<file path="src/verilog/riscv_pkg.sv">
package riscv_pkg;

  ////////////////////////////////////////
  // widths and plain vector types
  ////////////////////////////////////////

  localparam int XLEN = 64;              // datapath width

  typedef logic [XLEN-1:0] xlen_t;       // register value or operand
  typedef logic [31:0]     inst_t;       // instruction word
  typedef logic [4:0]      reg_addr_t;   // register index
  typedef logic [6:0]      opcode_t;     // major opcode field
  typedef logic [2:0]      funct3_t;     // minor opcode field
  typedef logic [6:0]      funct7_t;     // upper function field

  ////////////////////////////////////////
  // opcode and function encodings
  ////////////////////////////////////////

  localparam opcode_t OPC_OP     = 7'b0110011;  // register-register
  localparam opcode_t OPC_OP_IMM = 7'b0010011;  // register-immediate
  localparam opcode_t OPC_LUI    = 7'b0110111;

  localparam funct3_t F3_ADD_SUB = 3'b000;
  localparam funct3_t F3_SLL     = 3'b001;
  localparam funct3_t F3_SLT     = 3'b010;
  localparam funct3_t F3_SLTU    = 3'b011;
  localparam funct3_t F3_XOR     = 3'b100;
  localparam funct3_t F3_SRL_SRA = 3'b101;
  localparam funct3_t F3_OR      = 3'b110;
  localparam funct3_t F3_AND     = 3'b111;

  localparam funct7_t F7_BASE    = 7'h00;  // add, srl and the rest
  localparam funct7_t F7_ALT     = 7'h20;  // sub and sra only

  ////////////////////////////////////////
  // control enums
  ////////////////////////////////////////

  typedef enum logic [3:0] {
    ALU_ADD   = 4'd0,
    ALU_SUB   = 4'd1,
    ALU_AND   = 4'd2,
    ALU_OR    = 4'd3,
    ALU_XOR   = 4'd4,
    ALU_SLT   = 4'd5,
    ALU_SLTU  = 4'd6,
    ALU_SLL   = 4'd7,
    ALU_SRL   = 4'd8,
    ALU_SRA   = 4'd9,
    ALU_PASSB = 4'd10   // operand b straight through, for lui
  } alu_op_e;

  typedef enum logic [1:0] {
    FWD_REG = 2'd0,     // value captured at decode
    FWD_MEM = 2'd1,     // result sitting in the memory stage
    FWD_WB  = 2'd2      // result sitting in writeback
  } fwd_sel_e;

endpackage
</file>
<file path="src/verilog/riscv_fwd_unit.sv">
`timescale 1ns/100ps

module riscv_fwd_unit
  import riscv_pkg::*;
(
  input  reg_addr_t i_rs1_e,
  input  reg_addr_t i_rs2_e,
  input  reg_addr_t i_rd_m,
  input  logic      i_wen_m,   // already qualified by stage valid
  input  reg_addr_t i_rd_w,
  input  logic      i_wen_w,
  output fwd_sel_e  o_fwd_a,
  output fwd_sel_e  o_fwd_b
);

  logic hit_m;   // memory stage can supply a result
  logic hit_w;

  assign hit_m = i_wen_m && (i_rd_m != '0);
  assign hit_w = i_wen_w && (i_rd_w != '0);

  // youngest producer first, so memory beats writeback
  function automatic fwd_sel_e pick(reg_addr_t rs);
    if (hit_m && (i_rd_m == rs)) begin
      pick = FWD_MEM;
    end else if (hit_w && (i_rd_w == rs)) begin
      pick = FWD_WB;
    end else begin
      pick = FWD_REG;
    end
  endfunction

  assign o_fwd_a = pick(i_rs1_e);
  assign o_fwd_b = pick(i_rs2_e);

endmodule

</file>
<file path="config.mk">
export PLATFORM = sky130hd
export DESIGN_NAME = riscv_fwd_unit
export DESIGN_NICKNAME = d
export VERILOG_FILES = /design/src/verilog/riscv_pkg.sv /design/src/verilog/riscv_fwd_unit.sv
export SDC_FILE = /design/constraint.sdc
export NUM_CORES = 1
export LEC_CHECK = 0
export BUFFER_PORTS_ARGS = -buffer_cell sky130_fd_sc_hd__buf_2
export CAP_MARGIN = 30
export CORE_AREA = 2 2 39 41
export DETAILED_ROUTE_END_ITERATION = 10
export DIE_AREA = 0 0 41 43
export GPL_TIMING_DRIVEN = 0
export PLACE_DENSITY_LB_ADDON = 0.15
export SYNTH_ARGS = -nofsm -noshare
export SYNTH_HDL_FRONTEND = slang
export SYNTH_SLANG_ARGS = --single-unit
</file>
<file path="constraint.sdc">
create_clock -name vclk -period 1.7
set_clock_uncertainty 0.2 [all_clocks]
set_input_delay 0.255 -clock vclk [all_inputs]
set_output_delay 0.255 -clock vclk [all_outputs]
set_load 0.05 [all_outputs]
</file>
==> impl_metrics.tcl <==
set metrics [dict create \
    status "finished with violations" \
    violations "setup timing" \
    grt_pass1_wl_microns 1230 \
    dp_hpwl_microns 747 \
    die_w_microns 41 \
    clkbuf_count 0 \
    dr.pass1.iters 1 \
    setup_viol 4 \
    gr-total-overflow 0 \
    worstSetupStartpointType "input port" \
    dp.cells 76 \
    rows 14 \
    p_sw_uw 72.1 \
    ys_types 9 \
    synthTopCellsByArea "xnor2_1 54%, xor2_1 14%, nor4_1 9.7%" \
    vias 345 \
    synth_top_area_share_pct 54.4 \
    end_kind "output port" \
    num_antenna_cells 0 \
    drtAntennaViolNets 0 \
    timing.fmax_ghz 0.509 \
    ys_warn_count 0 \
    synthesis.nets 56 \
    path_cells "buf_8, or4_4, o21ai_4, nor4_4, nor4_4, buf_6" \
    design.seq.count 0 \
    p_per_area_mw_per_mm2 245 \
    wl_microns 822 \
    fp.dieH_microns 43 \
    holdPathEnd "o_fwd_a[1]" \
    crit_type "in -> out" \
    critPathRequiredTime_ps 1240 \
    viasPerCell 4.31 \
    share_clk_of_total_power_pct 0 \
    seqPwrFrac_pct 0 \
    worstMarginPinSlew_ps 359 \
    synth_top_cell_by_area "xnor2_1" \
    crit_arrival_ps 1510 \
    die_area_sq_mm 0.00176 \
    yosysSeqAreaShare_pct 0 \
    gp_congestion 0.691 \
    fp.coreArea_sq_mm 0.00138 \
    post-route-period-util_pct 115 \
    cap_violations 0 \
    setup_ws_ps -263 \
    pin_count 26 \
    crit_path_max_incr_delay_ps 530 \
    maxSlewHeadroom_pct 76.0 \
    portBuffers 26 \
    wire_per_inst_microns 10.3 \
    grt_pass1_vias 315 \
    timing.final.hold_violations 0 \
    drv_slew 0 \
    hp-class "in -> out" \
    synthCells 34 \
    drive_above_1_share_pct 67.2 \
    min_period_ps 1960 \
    ctsHoldBuffers 0 \
    leakage_uw 0.000248 \
    mappedNetlistArea_sq_um 258 \
    intPower_uw 76.3 \
    grt_start_max_net_pins 4 \
    vdd_drop_max_mv 0.101 \
    slowest_stage "or4_4" \
    area_growth_pct 135 \
    path_max_fanout 2 \
    min_path_cells 4 \
    tns_ps -947 \
    start_util_pct 18.6 \
    drt_first_iter_violations 0 \
    min-delay-start "i_wen_w" \
    antenna_found_initial 0 \
    crit_top_cell "nor4_4" \
    regArea_sq_um 0 \
    nets 88 \
    drc_errors 0 \
    rsz0062_at_grt "true" \
    p_sw_share_pct 48.6 \
    post_layout_nonfiller_instances 80 \
    grt_util_all_layers_pct 9.33 \
    syn_avg_cell_area_sq_um 7.58 \
    power_frac_comb_pct 100.0 \
]
final cells by class:
| cell class | count | area (sq um) |
|---|---|---|
| repair buffers | 30 | 208 |
| fillers | 151 | 777 |
| well taps | 16 | 20.0 |
| multi-input cells | 34 | 379 |
power groups by stage:
stage               sequential, uW  clock (uW)  combinational (uW)
finish                           0           0                 148
global route                     0           0                 160
CTS                              0           0                 145
detailed placement               0           0                 136
global placement                 0           0                 137
floorplan                        0           0                80.4
stage by stage:
step / util (%) / instance area, sq um / total power, uW / hold WS [ps] / setup WS [ps]
after global routing: 43.9 / 607 / 160 / 757 / -322
after detailed placement: 37.9 / 524 / 136 / 761 / -469
final: 43.9 / 607 / 148 / 735 / -263
after global placement: 37.9 / 524 / 137 / 759 / -488
after CTS: 41.9 / 579 / 145 / 738 / -274
after floorplan: - / 374 / 80.4 / 468 / -513
layout by cell type (no fill, tap or decap):
cell type,n
nand2_1,2
nand3_2,1
or4_1,1
o21ai_4,1
buf_6,4
nand3_1,1
buf_4,5
buf_8,2
buf_2,19
xnor2_2,6
or4_4,1
nand4_1,2
nor4_4,4
xor2_1,4
xnor2_1,10
nor2_1,1
worst max-delay path by stage:
| stage | slack, ps | cells past startpoint | from | to |
|---|---|---|---|---|
| after floorplan | -510 | 4 | i_rd_m[1] | o_fwd_a[1] |
| after global placement | -490 | 6 | i_rd_m[4] | o_fwd_b[1] |
| after detailed placement | -470 | 6 | i_rd_m[4] | o_fwd_a[1] |
| after CTS | -270 | 6 | i_rd_m[4] | o_fwd_b[1] |
| after global routing | -320 | 6 | i_rd_m[4] | o_fwd_b[1] |
| final | -260 | 6 | i_rd_m[4] | o_fwd_a[1] |
kinds of logic after synthesis:
| kind of cell | Yosys count | synth area share (%) |
|---|---|---|
| XOR/XNOR | 20 | 68.0 |
| AND/OR/NAND/NOR | 13 | 28.6 |
| AO/OA/AOI/OAI | 1 | 3.40 |
worst max-delay path: cells and delay by family:
kind | cells | cell delay [ps]
simple gates | 3 | 750
buf+inv | 2 | 290
compound gates | 1 | 210
synth_stat cells:
library cell and n:
xnor2_1 16, nand2_1 2, nor2_1 1, o21ai_2 1, xor2_1 4, nor4_1 4, nand3_1 2, or4_1 2
nand4_1 2
layer usage:
layer  part of all wire, %  GRT usage (%)  up-vias  wire (microns)
met5                     0              0        -               0
met3                   9.1              0        0              75
met4                     0              0        0               0
met2                    46           15.6       17             377
li1                      -              -      183               -
met1                    45           13.8      145             368
timing repair:
action | 4_1_cts | 5_1_grt
setup endpoints to repair | 4 | 4
setup buffers | 2 | 2
pin swaps | 6 | 0
gates cloned | 0 | 0
resized for setup | 13 | 3
(Power assumes the default switching activity.)
