## src/verilog/riscv_pkg.sv

```systemverilog
package riscv_pkg;

  ////////////////////////////////////////
  // widths and plain vector types
  ////////////////////////////////////////

  localparam int XLEN = 64;              // datapath width

  typedef logic [XLEN-1:0] xlen_t;       // register value or operand
  typedef logic [31:0]     inst_t;       // instruction word
  typedef logic [4:0]      reg_addr_t;   // register index
  typedef logic [6:0]      opcode_t;     // major opcode field
  typedef logic [2:0]      funct3_t;     // minor opcode field
  typedef logic [6:0]      funct7_t;     // upper function field

  ////////////////////////////////////////
  // opcode and function encodings
  ////////////////////////////////////////

  localparam opcode_t OPC_OP     = 7'b0110011;  // register-register
  localparam opcode_t OPC_OP_IMM = 7'b0010011;  // register-immediate
  localparam opcode_t OPC_LUI    = 7'b0110111;

  localparam funct3_t F3_ADD_SUB = 3'b000;
  localparam funct3_t F3_SLL     = 3'b001;
  localparam funct3_t F3_SLT     = 3'b010;
  localparam funct3_t F3_SLTU    = 3'b011;
  localparam funct3_t F3_XOR     = 3'b100;
  localparam funct3_t F3_SRL_SRA = 3'b101;
  localparam funct3_t F3_OR      = 3'b110;
  localparam funct3_t F3_AND     = 3'b111;

  localparam funct7_t F7_BASE    = 7'h00;  // add, srl and the rest
  localparam funct7_t F7_ALT     = 7'h20;  // sub and sra only

  ////////////////////////////////////////
  // control enums
  ////////////////////////////////////////

  typedef enum logic [3:0] {
    ALU_ADD   = 4'd0,
    ALU_SUB   = 4'd1,
    ALU_AND   = 4'd2,
    ALU_OR    = 4'd3,
    ALU_XOR   = 4'd4,
    ALU_SLT   = 4'd5,
    ALU_SLTU  = 4'd6,
    ALU_SLL   = 4'd7,
    ALU_SRL   = 4'd8,
    ALU_SRA   = 4'd9,
    ALU_PASSB = 4'd10   // operand b straight through, for lui
  } alu_op_e;

  typedef enum logic [1:0] {
    FWD_REG = 2'd0,     // value captured at decode
    FWD_MEM = 2'd1,     // result sitting in the memory stage
    FWD_WB  = 2'd2      // result sitting in writeback
  } fwd_sel_e;

endpackage
```

## src/verilog/riscv_decoder.sv

```systemverilog
`timescale 1ns/100ps

module riscv_decoder
  import riscv_pkg::*;
(
  input  inst_t     i_inst,
  output reg_addr_t o_rs1,
  output reg_addr_t o_rs2,
  output reg_addr_t o_rd,
  output xlen_t     o_imm,
  output logic      o_use_imm,
  output alu_op_e   o_alu_op,
  output logic      o_wen,
  output logic      o_illegal
);

  opcode_t   opcode;
  funct3_t   funct3;
  funct7_t   funct7;
  logic      alt_ok;     // funct3 that allows the alternate funct7
  logic      f7_bad;
  logic      shamt_bad;  // upper imm bits of an I-type shift
  logic      dec_wen;
  logic      dec_illegal;
  xlen_t     imm_i;
  xlen_t     imm_u;

  assign opcode = i_inst[6:0];
  assign funct3 = i_inst[14:12];
  assign funct7 = i_inst[31:25];

  assign o_rd  = i_inst[11:7];
  assign o_rs1 = i_inst[19:15];
  assign o_rs2 = i_inst[24:20];

  assign imm_i = {{(XLEN-12){i_inst[31]}}, i_inst[31:20]};
  assign imm_u = {{(XLEN-32){i_inst[31]}}, i_inst[31:12], 12'b0};  // lui sign-extends on rv64

  assign alt_ok    = (funct3 == F3_ADD_SUB) || (funct3 == F3_SRL_SRA);
  assign f7_bad    = !((funct7 == F7_BASE) || ((funct7 == F7_ALT) && alt_ok));
  // rv64 shifts keep a 6-bit shamt, so only bits 31:26 are checked
  assign shamt_bad = (i_inst[31:26] != 6'b000000) &&
                     !((funct3 == F3_SRL_SRA) && (i_inst[31:26] == 6'b010000));

  always_comb begin
    o_alu_op    = ALU_ADD;
    o_use_imm   = 1'b0;
    o_imm       = imm_i;
    dec_wen     = 1'b0;
    dec_illegal = 1'b0;
    case (opcode)
      OPC_OP: begin
        dec_wen     = 1'b1;
        dec_illegal = f7_bad;
        case (funct3)
          F3_ADD_SUB: o_alu_op = funct7[5] ? ALU_SUB : ALU_ADD;
          F3_SLL:     o_alu_op = ALU_SLL;
          F3_SLT:     o_alu_op = ALU_SLT;
          F3_SLTU:    o_alu_op = ALU_SLTU;
          F3_XOR:     o_alu_op = ALU_XOR;
          F3_SRL_SRA: o_alu_op = funct7[5] ? ALU_SRA : ALU_SRL;
          F3_OR:      o_alu_op = ALU_OR;
          default:    o_alu_op = ALU_AND;
        endcase
      end
      OPC_OP_IMM: begin
        dec_wen   = 1'b1;
        o_use_imm = 1'b1;
        case (funct3)
          F3_ADD_SUB: o_alu_op = ALU_ADD;   // addi only, no subi
          F3_SLL:     o_alu_op = ALU_SLL;
          F3_SLT:     o_alu_op = ALU_SLT;
          F3_SLTU:    o_alu_op = ALU_SLTU;
          F3_XOR:     o_alu_op = ALU_XOR;
          F3_SRL_SRA: o_alu_op = i_inst[30] ? ALU_SRA : ALU_SRL;
          F3_OR:      o_alu_op = ALU_OR;
          default:    o_alu_op = ALU_AND;
        endcase
        if ((funct3 == F3_SLL) || (funct3 == F3_SRL_SRA)) begin
          dec_illegal = shamt_bad;
        end
      end
      OPC_LUI: begin
        dec_wen   = 1'b1;
        o_use_imm = 1'b1;
        o_imm     = imm_u;
        o_alu_op  = ALU_PASSB;
      end
      default: dec_illegal = 1'b1;       // anything else retires flagged
    endcase
  end

  assign o_wen     = dec_wen & ~dec_illegal;  // flagged ops never write
  assign o_illegal = dec_illegal;

endmodule

```

## config.mk

```make
export PLATFORM = sky130hd
export DESIGN_NAME = riscv_decoder
export DESIGN_NICKNAME = d
export VERILOG_FILES = /design/src/verilog/riscv_pkg.sv /design/src/verilog/riscv_decoder.sv
export SDC_FILE = /design/constraint.sdc
export NUM_CORES = 1
export LEC_CHECK = 0
export ABC_CLOCK_PERIOD_IN_PS = 4400
export BUFFER_PORTS_ARGS = -buffer_cell sky130_fd_sc_hd__buf_2
export CAP_MARGIN = 20
export CORE_AREA = 2 2 53 55
export DETAILED_ROUTE_END_ITERATION = 16
export DIE_AREA = 0 0 55 57
export MAX_ROUTING_LAYER = met4
export PLACE_DENSITY_LB_ADDON = 0.12
export RECOVER_POWER = 25
export SYNTH_ARGS = -nofsm -noshare
export SYNTH_HDL_FRONTEND = slang
export SYNTH_SLANG_ARGS = --single-unit
export TNS_END_PERCENT = 100
```

## constraint.sdc

```tcl
create_clock -name vclk -period 4.4
set_clock_uncertainty 0.05 [all_clocks]
set_input_delay 0.66 -clock vclk [all_inputs]
set_output_delay 0.66 -clock vclk [all_outputs]
set_load 0.005 [all_outputs]
```

==> results.toml, run 1 <==
[timing]
worst_pin_slew_ps = 913
fin_setup_tns_ps = 0
holdWs_ps = 1270
min_period_over_period = 0.752
slew_headroom = 0.392
finalHoldViolCount = 0
rsz0062_at_grt = "no"
finalSetupViolCount = 0
fmax_mhz = 302
fin_crit_ps = 3310
slew_viol_final = 0

[synthesis]
seq_area_frac_synth = 0
synthesis.area_um2 = 831
yosys-top-cells-area = "buf_4 (44%), a21o_1 (17%), and2_1 (8.3%), clkbuf_1 (2.3%), xor2_1 (2.1%)"
ys_types = 28
synth_top_area_share = 0.443
ys_warn_count = 0
synth_cells = 115
avgSynthCellArea_um2 = 7.22
syn_nets = 147
synth_top_cell_by_area = "buf_4"

[drt]
via_count = 903
detail-route-antenna-nets = 0
first_pass_iters = 4
drc = 0
viasPerCell = 4.54
finalWirelength_mm = 2.05
drt_iter0_drc = 8
wire_per_inst_um = 10.3

[layout]
n_antenna_cell = 0
final_layout_size_suffix_gt1_frac = 0.613
clkbuf_count = 0
seq_area_um2 = 0
syn_to_final_growth_pct = 21.5
seq_cell_count = 0
final_nets = 202

[clock_network]
cts_resized = 0
postCtsSetupBuffers = 0
hold_buffers = 0

[setup_path]
worst_setup_path_end_kind = "output port"
crit_buf_inv = 2
crit_path_max_incr_delay_ps = 660
crit_type = "primary input to output port"
crit_path_top_delay_cell = "or4_4"
arrival_ps = 2600
worstPathMaxFanout = 35
cp.required_ps = 3690
startpoint_type = "primary input"
cp_cell_sequence = "clkbuf_1 -> or4_4 -> o31a_1 -> or4b_1 -> buf_2"
critPathTopFamily = "simple AND/OR/NAND/NOR gates"

[pwr]
p_sw_frac = 0.465
p_int_uw = 45.1
power_leakage_uw = 0.000651
irDropWorstVdd_mv = 0.0415
p_clk_frac = 0
p_seq_frac = 0
switchingPower_uw = 39.2
comb_power_share = 1.000
powerDensity_nw_per_um2 = 83.4

[floorplan]
initial_core_util = 0.318
die_x_um = 55
placementRows = 19
num_io_pins = 118
core-area_um2 = 2620
fp.dieArea_um2 = 3140
die_h_um = 57

[grt]
grt_first_pass_wirelength_mm = 2.82
grt.met3_usage = 0
met2_usage = 0.207
antenna_found_initial = 0
grt_pass1_vias = 654
globalRouteMet1Util = 0.149
overflow = 0
top_usage_layer = "met2"
globalRouteTotalUtil = 0.115
grt_max_degree = 36

[placed_design]
portBuffers = 108
place_congestion = 0.663
dp_hpwl_mm = 1.71

[run_status]
status = "complete, no violations"

[min_path]
hp-class = "primary input to output port"

[run]
max_cap_viol_count = 0
==> power by group through the flow <==
stage | clock (µW) | combinational [µW] | sequential (µW)
3_3_place_gp | 0 | 85.9 | 0
4_1_cts | 0 | 86.3 | 0
2_1_floorplan | 0 | 64.1 | 0
5_1_grt | 0 | 96.5 | 0
6_report | 0 | 84.2 | 0
3_5_place_dp | 0 | 86.0 | 0
==> logic make-up (layout without fill, tap and decap cells) <==
logic type             count (synthesis)  in the layout  synth area share
AO/OA/AOI/OAI                         27             27             0.245
multiplexers                           1              1            0.0120
buffers and inverters                 57            110             0.482
AND/OR/NAND/NOR                       28             28             0.239
XOR/XNOR                               2              2            0.0211
==> cell usage after synthesis (all sizes together) <==
| cell | n |
|---|---|
| o211ai | 1 |
| a211oi | 1 |
| and4 | 1 |
| a221oi | 1 |
| and4bb | 1 |
| or4 | 1 |
| and4b | 1 |
| a21o | 19 |
| xor2 | 2 |
| mux2i | 1 |
| a41oi | 1 |
| buf | 51 |
| o31a | 2 |
| o21ai | 2 |
| nor4b | 1 |
| nand2b | 2 |
| and2b | 2 |
| or4b | 1 |
| nand4 | 1 |
| inv | 1 |
| nor3b | 1 |
| clkbuf | 5 |
| nand3 | 1 |
| nand3b | 2 |
| and2 | 11 |
| nor2 | 2 |
==> through the flow <==
| step | cells | instance area (µm²) | worst slack (ps) | util | power (µW) |
|---|---|---|---|---|---|
| 2_1_floorplan | 115 | 831 | 1740 | - | 64.1 |
| 3_3_place_gp | 199 | 1020 | 1330 | 0.390 | 85.9 |
| 3_5_place_dp | 199 | 1020 | 1300 | 0.390 | 86.0 |
| 4_1_cts | 199 | 1020 | 1290 | 0.390 | 86.3 |
| 5_1_grt | 199 | 1010 | 583 | 0.386 | 96.5 |
| 6_report | 199 | 1010 | 1090 | 0.386 | 84.2 |
==> layer usage <==
layer  wire length, µm  part of all wire  vias to the layer above
li1                  -                 -                      454
met1               821              0.40                      390
met2              1030              0.50                       55
met3               187             0.091                        4
met4                 8            0.0039                        0
met5                 0                 0                        -
==> layout by cell type, fill, tap and decap left out <==
master    instances
nor4b_1           1
nand3b_1          2
inv_1             1
and4b_1           1
clkbuf_1          9
nor3b_1           1
or4_4             1
a221oi_1          1
nand4_1           1
a41oi_1           1
o31a_2            1
nand2b_1          2
or4b_1            1
o21ai_0           2
and4bb_2          1
a211oi_1          1
o31a_1            1
and2_1           11
and2b_1           2
nand3_1           1
and4_1            1
mux2i_1           1
xor2_1            2
buf_4             1
o211ai_1          1
nor2_1            2
a21o_1           19
clkbuf_2          1
buf_2            98
==> path summary, 6_finish.rpt <==
path / cells past startpoint / end / startpoint
worst min-delay path: 0 / o_rd[2] / i_inst[9]
worst max-delay path: 5 / o_illegal / i_inst[31]
==> area by class of cell <==
cell class,count,area (µm²)
repair buffers,109,537
well taps,31,38.8
multi-input cells,58,430
fillers,285,1610
inverters,1,3.75
Power figures use the tool's default switching activity.
==> run 2: changes to the inputs <==
--- a/config.mk
+++ b/config.mk
@@ -5,12 +5,13 @@
 export SDC_FILE = /design/constraint.sdc
 export NUM_CORES = 1
 export LEC_CHECK = 0
-export ABC_CLOCK_PERIOD_IN_PS = 4400
+export ABC_AREA = 1
+export ABC_CLOCK_PERIOD_IN_PS = 2900
 export BUFFER_PORTS_ARGS = -buffer_cell sky130_fd_sc_hd__buf_2
 export CAP_MARGIN = 20
-export CORE_AREA = 2 2 53 55
+export CORE_AREA = 2 2 60 62
 export DETAILED_ROUTE_END_ITERATION = 16
-export DIE_AREA = 0 0 55 57
+export DIE_AREA = 0 0 62 64
 export MAX_ROUTING_LAYER = met4
 export PLACE_DENSITY_LB_ADDON = 0.12
 export RECOVER_POWER = 25
==> constraint.sdc (replaced) <==
create_clock -name vclk -period 2.9
set_clock_uncertainty 0.05 [all_clocks]
set_input_delay 0.435 -clock vclk [all_inputs]
set_output_delay 0.435 -clock vclk [all_outputs]
set_load 0.005 [all_outputs]
==> results.toml, run 2 <==
[run_status]
status = "complete, no violations"

[synthesis]
synth_top_cell_by_area = "buf_4"
synth.most_common_cell = "buf_4"
syn_nets = 193
yosys-top-cells-area = "buf_4 (37%), o21ai_2 (13%), nor2_1 (8.5%), nand2_1 (8.1%), inv_1 (7.3%)"
avgSynthCellArea_um2 = 6.06
synth_top_area_share = 0.369
ys_types = 20
synth_common_cells = "buf_4 (48), nor2_1 (22), nand2_1 (21), inv_1 (19), o21ai_2 (14)"
ys_warn_count = 0
seq_area_frac_synth = 0
synthesis.area_um2 = 976
synth_cells = 161

[grt]
grt_pass1_vias = 817
grt_first_pass_wirelength_mm = 3.71
overflow = 0
grt_max_degree = 37
antenna_found_initial = 0
globalRouteTotalUtil = 0.116

[floorplan]
die_x_um = 62
initial_core_util = 0.297
core-area_um2 = 3280
num_io_pins = 118
die_h_um = 64
fp.dieArea_um2 = 3970
placementRows = 21

[drt]
detail-route-antenna-nets = 0
first_pass_iters = 7
drc = 0
wire_per_inst_um = 9.64
finalWirelength_mm = 2.53
viasPerCell = 3.94
drt_iter0_drc = 18
via_count = 1031

[setup_path]
crit_type = "primary input to output port"
arrival_ps = 1720
cp.required_ps = 2410
cp_cell_sequence = "buf_2 -> inv_1 -> nor2_2 -> nand2_2 -> inv_2 -> nand2_2 -> nand2_8 -> o21ai_2 -> buf_2"
critPathTopFamily = "simple AND/OR/NAND/NOR gates"
crit_path_top_delay_cell = "nand2_2"
crit_buf_inv = 4
startpoint_type = "primary input"
crit_path_max_incr_delay_ps = 450
worst_setup_path_end_kind = "output port"
worstPathMaxFanout = 20

[pwr]
p_seq_frac = 0
switchingPower_uw = 73.4
p_clk_frac = 0
p_sw_frac = 0.529
fin_total_pwr_uw = 139
p_int_uw = 65.4
power_leakage_uw = 0.000720
irDropWorstVdd_mv = 0.0304
comb_power_share = 1.000
powerDensity_nw_per_um2 = 122

[timing]
fmax_mhz = 454
fin_setup_tns_ps = 0
fin_crit_ps = 2200
holdWs_ps = 820
finalSetupViolCount = 0
slew_headroom = 0.588
finalHoldViolCount = 0
min_period_over_period = 0.759
rsz0062_at_grt = "no"
worst_pin_slew_ps = 616
slew_viol_final = 0

[layout]
syn_to_final_growth_pct = 16.9
seq_area_um2 = 0
multiInputGateArea_um2 = 459
final_nets = 250
mostFrequentLayoutCells = "buf_2 (104), nor2_1 (22), nand2_1 (21), inv_1 (19), o21ai_2 (14)"
clkbuf_count = 0
finalInstanceArea_um2 = 1140
n_antenna_cell = 0
post-route-util = 0.347
final_layout_size_suffix_gt1_frac = 0.611
num-fill-cells = 397
seq_cell_count = 0
final_common_cell = "buf_2"

[placed_design]
portBuffers = 108
placed_cell_area_um2 = 1150
place_congestion = 0.804
dp_hpwl_mm = 2.13

[min_path]
hp-class = "primary input to output port"

[clock_network]
hold_buffers = 0
postCtsSetupBuffers = 0
cts_resized = 0

[run]
max_cap_viol_count = 0
[run 2: cell count changes after synthesis, sizes merged, moves of 8 or more]
cell | before | now
a21o | 19 | 0
and2 | 11 | 0
inv | 1 | 23
nand2 | 0 | 29
nand3 | 1 | 9
nor2 | 2 | 23
o21ai | 2 | 20
[run 2: logic make-up after synthesis]
kind of cell	synth area share
simple gates	0.309
buf+inv	0.529
compound gates	0.162
[run 2: final timing paths]
check | startpoint | to | slack (ps) | cells after the start
worst min-delay path | i_inst[7] | o_rd[0] | 820 | 0
worst max-delay path | i_inst[4] | o_imm[27] | 700 | 9
[run 2: area by class of cell]
| class | count | area share |
|---|---|---|
| tap | 46 | 0.0504 |
| multi-input combinational | 85 | 0.402 |
| timing repair buffer | 108 | 0.469 |
| inverter | 23 | 0.0779 |
[run 2: per-layer routing]
layer	vias up	share of wire	GRT usage
li1	554	-	-
met1	430	0.39	0.144
met2	45	0.55	0.216
met3	2	0.063	0.00202
met4	0	0.00079	0.00266
met5	-	0	-
[run 2: stage by stage]
| step | cells | worst slack, ps |
|---|---|---|
| global placement | 262 | 684 |
| floorplan | 161 | 1290 |
| detailed placement | 262 | 674 |
| CTS | 262 | 675 |
| global route | 262 | 534 |
| finish | 262 | 698 |
[run 2: power by group through the flow]
stage	Sequential, µW	Combinational, µW	Clock (µW)
final	0	139	0
after global routing	0	157	0
after CTS	0	142	0
after detailed placement	0	142	0
after global placement	0	144	0
after floorplan	0	110	0
==> run 3: changes to the inputs <==
--- a/config.mk
+++ b/config.mk
@@ -6,12 +6,12 @@
 export NUM_CORES = 1
 export LEC_CHECK = 0
 export ABC_AREA = 1
-export ABC_CLOCK_PERIOD_IN_PS = 2900
+export ABC_CLOCK_PERIOD_IN_PS = 2300
 export BUFFER_PORTS_ARGS = -buffer_cell sky130_fd_sc_hd__buf_2
 export CAP_MARGIN = 20
-export CORE_AREA = 2 2 60 62
+export CORE_AREA = 2 2 56 58
 export DETAILED_ROUTE_END_ITERATION = 16
-export DIE_AREA = 0 0 62 64
+export DIE_AREA = 0 0 58 60
 export MAX_ROUTING_LAYER = met4
 export PLACE_DENSITY_LB_ADDON = 0.12
 export RECOVER_POWER = 25
==> constraint.sdc (replaced) <==
create_clock -name vclk -period 2.3
set_clock_uncertainty 0.05 [all_clocks]
set_input_delay 0.345 -clock vclk [all_inputs]
set_output_delay 0.345 -clock vclk [all_outputs]
set_load 0.005 [all_outputs]
==> results.toml, run 3 (synthesized netlist as in run 2, its figures left out) <==
[floorplan]
core-area_um2 = 2900
fp.dieArea_um2 = 3480
die_h_um = 60
die_x_um = 58
initial_core_util = 0.336
num_io_pins = 118
placementRows = 20

[drt]
drc = 0
finalWirelength_mm = 2.37
via_count = 1062
detail-route-antenna-nets = 0
viasPerCell = 4.23
drt_iter0_drc = 15
first_pass_iters = 4
wire_per_inst_um = 9.46

[layout]
final_nets = 252
seq_area_um2 = 0
n_antenna_cell = 0
syn_to_final_growth_pct = 16.0
seq_cell_count = 0
mostFrequentLayoutCells = "buf_2 (101), nor2_1 (22), nand2_1 (21), inv_1 (19), o21ai_2 (14)"
num-fill-cells = 358
final_layout_size_suffix_gt1_frac = 0.596
final_common_cell = "buf_2"
clkbuf_count = 0

[run_status]
status = "complete, no violations"

[placed_design]
dp_hpwl_mm = 2.05
portBuffers = 108
place_congestion = 0.736

[timing]
finalHoldViolCount = 0
worst_pin_slew_ps = 822
finalSetupViolCount = 0
rsz0062_at_grt = "no"
min_period_over_period = 0.844
slew_viol_final = 0
fin_crit_ps = 1940
holdWs_ps = 640
fmax_mhz = 515
fin_setup_tns_ps = 0
slew_headroom = 0.452

[setup_path]
worstPathMaxFanout = 33
cp.required_ps = 1900
startpoint_type = "primary input"
crit_type = "primary input to output port"
arrival_ps = 1550
worst_setup_path_end_kind = "output port"
critPathLaunch = "i_inst[31]"

[pwr]
p_seq_frac = 0
p_int_uw = 82.6
irDropWorstVdd_mv = 0.0752
p_clk_frac = 0
switchingPower_uw = 91.6
comb_power_share = 1.000
power_leakage_uw = 0.000718
p_sw_frac = 0.526
powerDensity_nw_per_um2 = 154

[grt]
grt_max_degree = 34
overflow = 0
grt_first_pass_wirelength_mm = 3.50
antenna_found_initial = 0
globalRouteTotalUtil = 0.124
grt_pass1_vias = 812

[clock_network]
cts_resized = 0
postCtsSetupBuffers = 0
hold_buffers = 0

[min_path]
hold_depth = 0
hp-class = "primary input to output port"
hp-start = "i_inst[10]"

[run]
max_cap_viol_count = 0
==> run 3: layout make-up <==
class / instances / area (µm²) / share of cell area
multi-input cells: 85 / 459 / 0.406
repair buffers: 110 / 543 / 0.480
inverters: 23 / 88.8 / 0.0785
well taps: 33 / 41.3 / 0.0365
==> run 3: stage by stage <==
stage	total power (µW)	instance area (µm²)	cells	worst slack (ps)	util
after floorplan	139	976	161	871	-
after global placement	181	1140	251	346	0.394
after detailed placement	179	1140	251	331	0.394
after CTS	180	1140	251	331	0.394
after global routing	197	1130	251	138	0.390
final	174	1130	251	358	0.390
==> run 3: metal layers <==
metal	share of wire	track usage	vias to the layer above
li1	-	-	559
met3	0.088	0.00866	0
met4	0	0	0
met5	0	-	-
met1	0.39	0.156	452
met2	0.53	0.231	51
==> run 3: critical path, stage by stage <==
cell      delay (ps)
clkbuf_1         280
clkbuf_1         670
buf_2            240
==> run 3: final timing paths <==
| kind | to | slack, ps |
|---|---|---|
| max | o_imm[37] | 360 |
| min | o_rd[3] | 640 |
==> run 3: power by group through the flow <==
stage / Sequential (µW) / Clock, µW / Combinational (µW)
finish: 0 / 0 / 174
CTS: 0 / 0 / 180
global placement: 0 / 0 / 181
detailed placement: 0 / 0 / 179
floorplan: 0 / 0 / 139
global route: 0 / 0 / 197
